--- src/include/klClk_cfg.svh ---
`ifndef KLCLK_CFG_SVH
`define KLCLK_CFG_SVH

// Width of one EBUS data word and of the EBUS load register
`define KL_EBUS_WIDTH 36

// Diagnostic function code
// Upper 4 bits select the group, lower 3 bits the function in it
`define KL_FUNC_WIDTH 7

// Burst counter, loaded as two 4-bit halves
`define KL_BURST_WIDTH 8

// Cycles the crowbar stays up after power-on reset is released
`define KL_CROBAR_CYCLES 50

// Flops in the diagnostic strobe synchronizer
`define KL_SYNC_STAGES 2

`endif

--- src/klClkPkg.sv ---
`include "klClk_cfg.svh"

package klClkPkg;

  // Diagnostic function codes handled by the clock-control slice
  // Values are octal, as in the front-end listings
  typedef enum logic [`KL_FUNC_WIDTH-1:0] {
    // Clock run control, group 00
    funcStop         = 'o000,
    funcStart        = 'o001,
    funcStep         = 'o002,
    funcBurst        = 'o003,
    // EBOX reset flop
    funcClrReset     = 'o006,
    funcSetReset     = 'o007,
    // Burst counter halves, group 04
    funcLdBurstRight = 'o042,
    funcLdBurstLeft  = 'o043,
    // Clock source and rate
    funcLdSrcRate    = 'o044,
    // KL opcode enable, group 06
    funcKlOpcodes    = 'o067,
    // EBUS load register, group 07
    funcEbusLoad     = 'o076
  } diagFuncE;

  // Clock rate select
  // EBOX clock enable fires once per 2**rateSel master clocks
  typedef logic [1:0] rateSelT;

  // Clock source select, held as a control register only
  typedef logic [1:0] sourceSelT;

endpackage

--- src/crobarSequencer.sv ---
`timescale 1ns/1ps
`include "klClk_cfg.svh"

module crobarSequencer (
  input  logic masterClk,
  input  logic arstN,
  output logic crobar
);

  // Enough bits to hold the full crowbar length
  localparam int countWidth = $clog2(`KL_CROBAR_CYCLES + 1);

  logic [countWidth-1:0] crobarCount;

  // Count loads on power-on reset and runs down to zero
  // Sticks at zero until the next power-on reset
  always_ff @(posedge masterClk or negedge arstN) begin
    if (!arstN) begin
      crobarCount <= countWidth'(`KL_CROBAR_CYCLES);
    end else if (crobarCount != '0) begin
      crobarCount <= crobarCount - 1'b1;
    end
  end

  // Crowbar holds while any count remains
  // Falls right after the last of the KL_CROBAR_CYCLES edges
  assign crobar = (crobarCount != '0);

endmodule

--- src/diagFuncDecoder.sv ---
`timescale 1ns/1ps
`include "klClk_cfg.svh"

module diagFuncDecoder (
  input  logic                      masterClk,
  input  logic                      arstN,
  input  logic                      crobar,
  input  logic                      diagStrobe,
  input  logic [`KL_FUNC_WIDTH-1:0] diagFunc,
  input  logic [`KL_EBUS_WIDTH-1:0] ebusData,
  output logic                      funcValid,
  output klClkPkg::diagFuncE        funcCode,
  output logic [`KL_EBUS_WIDTH-1:0] funcData
);

  localparam int syncStages = `KL_SYNC_STAGES;

  // Strobe synchronizer
  // Bit 0 samples the front end
  logic [syncStages-1:0] strobeSync;
  // Synchronized strobe delayed a cycle for edge detect
  logic strobeDly;
  logic strobeRise;
  // Set on the cycle the code and data were captured
  logic captureDone;

  // Front-end strobe is asynchronous to masterClk
  always_ff @(posedge masterClk or negedge arstN) begin
    if (!arstN) begin
      strobeSync <= '0;
      strobeDly  <= 1'b0;
    end else begin
      strobeSync <= {strobeSync[syncStages-2:0], diagStrobe};
      strobeDly  <= strobeSync[syncStages-1];
    end
  end

  assign strobeRise = strobeSync[syncStages-1] & ~strobeDly;

  // Functions strobed during power-on are dropped here
  always_ff @(posedge masterClk or negedge arstN) begin
    if (!arstN) begin
      captureDone <= 1'b0;
      funcValid   <= 1'b0;
    end else begin
      captureDone <= strobeRise & ~crobar;
      // Valid follows capture by a cycle so code and data are settled
      funcValid   <= captureDone;
    end
  end

  // Front end holds code and data stable while the strobe is high
  // Safe to take them at the synchronized edge
  always_ff @(posedge masterClk or negedge arstN) begin
    if (!arstN) begin
      funcCode <= klClkPkg::funcStop;
      funcData <= '0;
    end else if (strobeRise && !crobar) begin
      funcCode <= klClkPkg::diagFuncE'(diagFunc);
      funcData <= ebusData;
    end
  end

endmodule

--- src/clkControl.sv ---
`timescale 1ns/1ps
`include "klClk_cfg.svh"

module clkControl (
  input  logic                       masterClk,
  input  logic                       arstN,
  input  logic                       crobar,
  input  logic                       funcValid,
  input  klClkPkg::diagFuncE         funcCode,
  input  logic [`KL_EBUS_WIDTH-1:0]  funcData,
  output logic                       eboxReset,
  output logic                       running,
  output logic                       eboxClkEn,
  output logic                       klOpcodesEn,
  output klClkPkg::sourceSelT        sourceSel,
  output klClkPkg::rateSelT          rateSel,
  output logic [`KL_BURST_WIDTH-1:0] burstCount,
  output logic [`KL_EBUS_WIDTH-1:0]  ebusReg
);

  // Each burst counter half is loaded separately
  localparam int halfWidth = `KL_BURST_WIDTH / 2;

  logic resetFlop;

  // Rate divider, wide enough for the slowest rate of 8 clocks
  logic [2:0] divCount;
  logic [2:0] rateMask;
  logic       divWrap;

  // Single step and burst bookkeeping
  logic                       stepPending;
  logic [`KL_BURST_WIDTH-1:0] burstRemain;
  logic                       burstActive;
  logic                       clkFire;
  // Start, step or burst restarts the divider phase
  logic                       modeRestart;

  // Crowbar forces EBOX reset regardless of the flop
  assign eboxReset = resetFlop | crobar;

  // Low rateSel bits of the divider all ones marks a period end
  assign rateMask = 3'((4'd1 << rateSel) - 4'd1);
  assign divWrap  = ((divCount & rateMask) == rateMask);

  assign burstActive = (burstRemain != '0);
  assign clkFire     = divWrap & (running | stepPending | burstActive);

  assign modeRestart = funcValid &&
                       (funcCode == klClkPkg::funcStart ||
                        funcCode == klClkPkg::funcStep  ||
                        funcCode == klClkPkg::funcBurst);

  // Free-running divider
  always_ff @(posedge masterClk or negedge arstN) begin
    if (!arstN) begin
      divCount <= '0;
    end else if (modeRestart) begin
      divCount <= '0;
    end else begin
      divCount <= divCount + 1'b1;
    end
  end

  always_ff @(posedge masterClk or negedge arstN) begin
    if (!arstN) begin
      resetFlop   <= 1'b0;
      running     <= 1'b0;
      eboxClkEn   <= 1'b0;
      klOpcodesEn <= 1'b0;
      sourceSel   <= '0;
      rateSel     <= '0;
      burstCount  <= '0;
      ebusReg     <= '0;
      stepPending <= 1'b0;
      burstRemain <= '0;
    end else begin
      eboxClkEn <= clkFire;

      // Each enable pulse uses up a pending step or one burst count
      // Free running consumes nothing
      if (clkFire && !running) begin
        if (stepPending) begin
          stepPending <= 1'b0;
        end else if (burstActive) begin
          burstRemain <= burstRemain - 1'b1;
        end
      end

      // Function execution comes last so it wins over consumption
      if (funcValid) begin
        case (funcCode)
          klClkPkg::funcStop: begin
            running     <= 1'b0;
            stepPending <= 1'b0;
            burstRemain <= '0;
          end
          klClkPkg::funcStart: begin
            running     <= 1'b1;
            stepPending <= 1'b0;
            burstRemain <= '0;
          end
          klClkPkg::funcStep: begin
            running     <= 1'b0;
            stepPending <= 1'b1;
            burstRemain <= '0;
          end
          // Burst runs off a copy so burstCount stays readable
          klClkPkg::funcBurst: begin
            running     <= 1'b0;
            stepPending <= 1'b0;
            burstRemain <= burstCount;
          end
          klClkPkg::funcClrReset: resetFlop <= 1'b0;
          klClkPkg::funcSetReset: resetFlop <= 1'b1;
          klClkPkg::funcLdBurstRight: begin
            burstCount[halfWidth-1:0] <= funcData[halfWidth-1:0];
          end
          klClkPkg::funcLdBurstLeft: begin
            burstCount[`KL_BURST_WIDTH-1:halfWidth] <= funcData[halfWidth-1:0];
          end
          // Source in bits 1:0, rate in bits 3:2
          klClkPkg::funcLdSrcRate: begin
            sourceSel <= klClkPkg::sourceSelT'(funcData[1:0]);
            rateSel   <= klClkPkg::rateSelT'(funcData[3:2]);
          end
          klClkPkg::funcKlOpcodes: klOpcodesEn <= 1'b1;
          klClkPkg::funcEbusLoad:  ebusReg     <= funcData;
          // Codes outside this slice are accepted and ignored
          default: ;
        endcase
      end
    end
  end

endmodule

--- src/klClkTop.sv ---
`timescale 1ns/1ps
`include "klClk_cfg.svh"

module klClkTop (
  input  logic                       masterClk,
  input  logic                       arstN,
  input  logic                       diagStrobe,
  input  logic [`KL_FUNC_WIDTH-1:0]  diagFunc,
  input  logic [`KL_EBUS_WIDTH-1:0]  ebusData,
  output logic                       crobar,
  output logic                       eboxReset,
  output logic                       running,
  output logic                       eboxClkEn,
  output logic                       klOpcodesEn,
  output klClkPkg::sourceSelT        sourceSel,
  output klClkPkg::rateSelT          rateSel,
  output logic [`KL_BURST_WIDTH-1:0] burstCount,
  output logic [`KL_EBUS_WIDTH-1:0]  ebusReg
);

  // Decoded function from the diagnostic bus
  logic                      funcValid;
  klClkPkg::diagFuncE        funcCode;
  logic [`KL_EBUS_WIDTH-1:0] funcData;

  // Power-on crowbar
  crobarSequencer i_crobarSequencer (
    .masterClk (masterClk),
    .arstN     (arstN),
    .crobar    (crobar)
  );

  // Front-end diagnostic function bus
  diagFuncDecoder i_diagFuncDecoder (
    .masterClk  (masterClk),
    .arstN      (arstN),
    .crobar     (crobar),
    .diagStrobe (diagStrobe),
    .diagFunc   (diagFunc),
    .ebusData   (ebusData),
    .funcValid  (funcValid),
    .funcCode   (funcCode),
    .funcData   (funcData)
  );

  // Clock-control registers and EBOX clock enable
  clkControl i_clkControl (
    .masterClk   (masterClk),
    .arstN       (arstN),
    .crobar      (crobar),
    .funcValid   (funcValid),
    .funcCode    (funcCode),
    .funcData    (funcData),
    .eboxReset   (eboxReset),
    .running     (running),
    .eboxClkEn   (eboxClkEn),
    .klOpcodesEn (klOpcodesEn),
    .sourceSel   (sourceSel),
    .rateSel     (rateSel),
    .burstCount  (burstCount),
    .ebusReg     (ebusReg)
  );

endmodule

--- config.mk ---
export PLATFORM = sky130hd
export DESIGN_NAME = klClkTop
export DESIGN_NICKNAME = d
export VERILOG_FILES = /design/src/klClkPkg.sv /design/src/crobarSequencer.sv /design/src/diagFuncDecoder.sv /design/src/clkControl.sv /design/src/klClkTop.sv
export VERILOG_INCLUDE_DIRS = /design/src /design/src/include
export SDC_FILE = /design/constraint.sdc
export NUM_CORES = 1
export LEC_CHECK = 0
export CAP_MARGIN = 20
export CORE_MARGIN = 8
export CORE_UTILIZATION = 47
export CTS_CLUSTER_SIZE = 20
export DETAILED_ROUTE_END_ITERATION = 7
export DONT_BUFFER_PORTS = 1
export GPL_TIMING_DRIVEN = 0
export HOLD_SLACK_MARGIN = 0.08
export PLACE_DENSITY_LB_ADDON = 0.12
export SYNTH_ARGS = -nofsm -noshare
export SYNTH_HDL_FRONTEND = slang
export SYNTH_SLANG_ARGS = --single-unit
--- constraint.sdc ---
create_clock -name masterClk -period 2.2 [get_ports masterClk]
set_input_delay 0.44 -clock masterClk [delete_from_list [all_inputs] [get_ports masterClk]]
set_output_delay 0.44 -clock masterClk [all_outputs]
set_load 0.05 [all_outputs]
## Word-level counts from Yosys, hierarchy flattened

Cells that the tools add are included.

- Bitwise logic cells: 9
- Add/subtract/negate cells: 4
- Equal/unequal tests: 11
- Muxes and demuxes: 11
- Reduce and logical (&&, ||, !) cells: 22
- Shift-type cells: 1

Operators by type and width:

| cell | count |
|---|---|
| $eq 7x6->1 const B | 5 |
| $mux 8 | 4 |
| $pmux 8 s2 | 1 |
| $eq 7x2->1 const B | 2 |
| $eq 7x3->1 const B | 2 |
| $reduce_and 2->1 | 7 |
| $reduce_or 3->1 | 3 |
| $reduce_bool 8->1 | 1 |
| $sub 8x1->8 const B | 1 |
| $eq 7x1->1 const B | 1 |
| $logic_not 7->1 | 1 |
| $pmux 1 s2 | 3 |
| $reduce_bool 6->1 | 1 |
| $sub 6x1->6 const B | 1 |
| $reduce_bool 2->1 | 2 |
| $add 3x1->3 const B | 1 |
| $and 1x1->1 | 3 |
| $and 3x3->3 | 1 |
| $eq 3x3->1 | 1 |
| $logic_and 1x1->1 | 3 |
| $mux 3 | 1 |
| $or 1x1->1 | 3 |
| $shl 1x2->3 const A | 1 |
| $sub 3x1->3 const B | 1 |
| 4 further kinds | 8 |

- Bits of input ports: 46
- Flip-flop bits (word level): 118
- Logic and storage cells: 77
- Output and inout port bits: 53

## Depth between registers and ports, before layout

- Depth in word-level cells: 9
- Gate-level depth with buffers: 9
- Mapped depth without buffers: 7

## By module

From an unflattened synthesis, not the netlist that was laid out.

- Cells, all modules: 332
- Area total of the unflattened synthesis: 5088.6 µm²

Modules (own cells, without submodules):

| module | cells each | instances | seq. area each (µm²) | area each (µm²) |
|---|---|---|---|---|
| clkControl | 208 | 1 | 1601.5 | 2841.5 |
| diagFuncDecoder | 97 | 1 | 1201.2 | 1935.6 |
| crobarSequencer | 27 | 1 | 153.9 | 311.5 |

## Worst setup path before layout

Ideal clock, no wire load.

- Path type: register to register
- Start: register i_crobarSequencer.crobarCount[0]
- End: register i_diagFuncDecoder.funcCode[6]
- Arrival: 2052 ps
- Slack: 23 ps
- Required time: 2075 ps
- Setup time: 125 ps
- Path buffers: 2
- Stages on the path, launching flop included: 10
- Clock period less this slack: 2177 ps
- Path through: dfrtp_1 -> inv_1 -> ha_1 -> nand2b_4 -> nor4_4 -> inv_2 -> nor3b_2 -> buf_6 -> buf_12 -> mux2_4

- Longest elaborated chain between the ends: 3

Ends and longest elaborated chain:

| element | line | RTL |
|---|---|---|
| start: declaration | crobarSequencer.sv:13 | `logic [countWidth-1:0] crobarCount;` |
| start signal: assignment | crobarSequencer.sv:19 | `` crobarCount <= countWidth'(`KL_CROBAR_CYCLES); `` |
| start signal: assignment | crobarSequencer.sv:21 | `crobarCount <= crobarCount - 1'b1;` |
| $reduce_bool 6->1 | crobarSequencer.sv:27 | `assign crobar = (crobarCount != '0);` |
| via crobar | klClkTop.sv:10 | `output logic crobar,` |
| $logic_not 1->1 | diagFuncDecoder.sv:58 | `end else if (strobeRise && !crobar) begin` |
| $logic_and 1x1->1 | diagFuncDecoder.sv:58 |  |
| end signal: assignment | diagFuncDecoder.sv:56 | `funcCode <= klClkPkg::funcStop;` |
| end signal: assignment | diagFuncDecoder.sv:59 | `funcCode <= klClkPkg::diagFuncE'(diagFunc);` |
| end: declaration | diagFuncDecoder.sv:12 | `output klClkPkg::diagFuncE funcCode,` |

The timed path passes the listed nets, and every way through them passes these cells.
A chain may end at the register's enable or synchronous reset.

## Worst setup path in the final report

- Start: register i_crobarSequencer.crobarCount[0]
- End: output eboxReset

- Longest elaborated chain between the ends: 2

Ends and longest elaborated chain:

| element | line | RTL |
|---|---|---|
| $reduce_bool 6->1 | crobarSequencer.sv:27 |  |
| $or 1x1->1 | clkControl.sv:40 | `assign eboxReset = resetFlop \| crobar;` |
| end: declaration | klClkTop.sv:11 | `output logic eboxReset,` |

No other way between the ends.

==> results.tsv <==
stage	metric	value	unit
min_path	Hold Path Class	in2async	
place	DP HPWL	6.75	mm
pwr	Max IR drop VDD	0.703	mV
sta	final setup fails	0	
status	failing checks	hold timing	
die	top-level I/O count	99	
worst_setup_path	crit path kind	reg2out	
grt	gr usage total	0.154	
pwr	pwr/cell area	1040	nW/um^2
worst_setup_path	CP cell instances	inv_2 > ha_4 > nand2b_4 > nor4_4 > or2b_4	
synthesis	synth warn	0	
place	PortBufs	0	
routing	Via Count	2826	
worst_setup_path	Crit-path slowest cell	dfrtp_1	
layout	design area	6150	um^2
place	gp weighted congestion	0.716	
worst_setup_path	CP required	1.76	ns
status	outcome	finished with violations	
routing	drt initial violations	178	
synthesis	Synth area leader	dfrtp_1	
layout	Final Non-Filler Cells	544	
die	Rows	37	
worst_setup_path	Worst setup EP type	output pin	
worst_setup_path	worst-path fanout max	2	
synthesis	post-synthesis sequential area ratio	0.601	
synthesis	predominant post-synthesis flop cell	dfrtp_1	
synthesis	post-synthesis adder-cell area fraction	0.0102	
clocking	# clock sinks	118	
clocking	clock tree buffer depth	2	
synthesis	count of different cell masters after synthesis	43	
die	DIE HEIGHT	118	um
sta	unrepaired setup endpoints after global routing	yes	
sta	Rel. slew slack	0.618	
sta	Final min period	2.16	ns
worst_setup_path	Critical Path AT	1.72	ns
grt	initial antenna violation count	0	
worst_setup_path	crit-path max cell delay	0.39	ns
worst_setup_path	Reg2Reg Depth	10	
die	die area	14000	um^2
sta	final period utilization	0.982	
synthesis	largest family of logic cells by synthesized area	multiplexers	
pwr	LEAKAGE	0.00290	uW
synthesis	syn avg cell area	15.1	um^2
clocking	CTS Buf Count	17	
layout	Layout fillers	807	
routing	antenna-violating nets left	0	
clocking	hold buffer count at cts	44	
layout	Ant. Diodes	0	
worst_setup_path	Worst setup SP type	flop	
place	placed insts	461	
layout	final core occ	0.601	
synthesis	mux cell area share after synthesis	0.245	
clocking	H-tree Lvls	4	
synthesis	Compound-Gate Fraction of Synth Area	0.0249	
clocking	clk root buf	clkbuf_8	
routing	total wire length	10.2	mm
sta	Clock Skew	0.00867	ns
sta	final hold vios	118	
die	Die X	118	um
sta	final setup margin	0.0397	ns
place	post-place setup slack	-0.260	ns
synthesis	most frequent cell after synthesis	dfrtp_1	
place	Area after DPL	5090	um^2
synthesis	XOR/XNOR share of the synthesized area	0.0125	
sta	highest clock rate	463	MHz
sta	Max Transition Viols Final	0	
synthesis	Post-Synth Simple-Gate Area	0.0783	
clocking	Clock transition at path regs	0.06	ns
grt	first-pass GRT wire length	17.0	mm
layout	Area Growth Syn to Fin	25.0	%
die	Placeable Area	10200	um^2
synthesis	EDFF count, synth	0	
synthesis	async set-reset flop share out of synthesis	1.00	
synthesis	Mapped Nets	375	
routing	drt drc	0	
flow_run	Max-cap violations	0	
grt	grt ovf	0	
synthesis	Mapped Area	4920	um^2
pwr	total power	6390	uW
layout	layout cell share with drive strength beyond 1	0.380	
routing	WL/cell	18.7	um
die	Initial Utilization	0.481	
synthesis	FF+latch count, synth	118	
synthesis	cell count after synthesis	325	
sta	Worst-Margin Slew	0.572	ns
synthesis	Synth top area share	0.585	
routing	vias per cell	5.19	
synthesis	Post-synth top cells	dfrtp_1 (115), mux2_2 (54), mux2_4 (39), nand3_1 (14), nor2_1 (11)	
clocking	clk_lat worst skew	0.50	ns
clocking	CTS tree	built	
grt	largest net degree at the start of global routing	119	
routing	DR pass1 iterations	4	
layout	nets@finish	445	
synthesis	largest cells by area after synthesis	dfrtp_1 (58%), mux2_2 (12%), mux2_4 (12%)	
grt	vias in the first global route	3006	
sta	Hold Slack	-0.368	ns
[power by group]
part           leakage (uW)  switching (uW)  internal (uW)
clock network      0.000264             924           1540
registers           0.00149             645           2500
logic               0.00115             297            490
total               0.00290            1870           4520
[area by class of cell]
class	instances	area (um^2)	area share
clock buffer	22	453	0.0737
clock inverter	10	80.1	0.0130
timing repair buffer	51	493	0.0802
sequential	118	2960	0.481
buffer	10	115	0.0187
inverter	7	28.8	0.00468
multi-input combinational	190	1850	0.301
tap	136	170	0.0277
[layer usage]
metal	track usage	wire (um)	up-vias
met5	0	0	-
met4	0.0528	104	0
met3	0.0704	821	8
met2	0.240	4960	74
met1	0.185	4270	1445
li1	-	-	1299
[what timing repair did]
item | in CTS | in global routing
resized for setup | 7 | 3
endpoints found under the hold margin | 162 | 118
setup buffers | 6 | 1
pin swaps | 3 | 1
setup endpoints to repair | 45 | 50
[critical path, delay by kind of cell (launching register included)]
kind                     cells  cell delay, ns
AND/OR/NAND/NOR              3            0.61
flip-flops                   1            0.39
adder cells (fa/ha/maj)      1            0.14
buffers and inverters        1            0.07
[sequential cells by signal, indices dropped and copies added (netlist names), 2 cells and up]
name	count
i_diagFuncDecoder.funcData	36
i_diagFuncDecoder.strobeSync	2
i_clkControl.burstCount	8
i_clkControl.burstRemain	8
i_clkControl.ebusReg	36
i_clkControl.divCount	3
i_crobarSequencer.crobarCount	6
i_clkControl.sourceSel	2
i_diagFuncDecoder.funcCode	7
i_clkControl.rateSel	2
[placed cells by master, fill, tap and decap left out, drive strengths merged, types with 2 or more instances in the layout]
| cell | count |
|---|---|
| mux2 | 93 |
| a31oi | 2 |
| nor2b | 4 |
| nor3 | 5 |
| dlygate4sd3 | 44 |
| or4b | 2 |
| o21ai | 9 |
| clkinv | 7 |
| nor3b | 2 |
| ha | 4 |
| nor2 | 11 |
| dfrtp | 115 |
| dfstp | 3 |
| xnor2 | 4 |
| nand2 | 9 |
| clkinvlp | 2 |
| nand4 | 4 |
| nand3 | 14 |
| clkbuf | 23 |
| inv | 7 |
| a21oi | 5 |
| buf | 16 |
| nand2b | 5 |
| nor4 | 2 |
| xor2 | 3 |
[per-stage QoR]
| stage | TNS, ns | hold slack (ns) |
|---|---|---|
| 3_3_place_gp | -8.57 | 0.149 |
| 3_5_place_dp | -10.24 | 0.149 |
| 2_1_floorplan | 0 | 0.144 |
| 4_1_cts | -0.0585 | -0.393 |
| 5_1_grt | -0.0453 | -0.401 |
| 6_report | 0 | -0.368 |
[worst paths after layout]
path | end | start | slack, ns
hold reg to reg | i_diagFuncDecoder.strobeSync[1] | i_diagFuncDecoder.strobeSync[0] | 0.35
setup / recovery | eboxReset | i_crobarSequencer.crobarCount[0] | 0.04
max in group asynchronous | i_crobarSequencer.crobarCount[4] | arstN | 2.33
setup reg to reg | i_diagFuncDecoder.funcData[10] | i_crobarSequencer.crobarCount[0] | 0.10
min in group masterClk | i_diagFuncDecoder.strobeSync[1] | i_diagFuncDecoder.strobeSync[0] | 0.35
hold / removal | i_clkControl.burstRemain[0] | arstN | -0.37
[cell families (layout without fill, tap and decap cells)]
| logic type | count (synthesis) | count (layout) |
|---|---|---|
| flops | 118 | 118 |
| mux | 94 | 94 |
| buf+inv | 17 | 100 |
| compound gates | 20 | 20 |
| simple gates | 65 | 65 |
| fa+ha+maj | 4 | 4 |
| xor+xnor | 7 | 7 |
(Power assumes the default switching activity.)
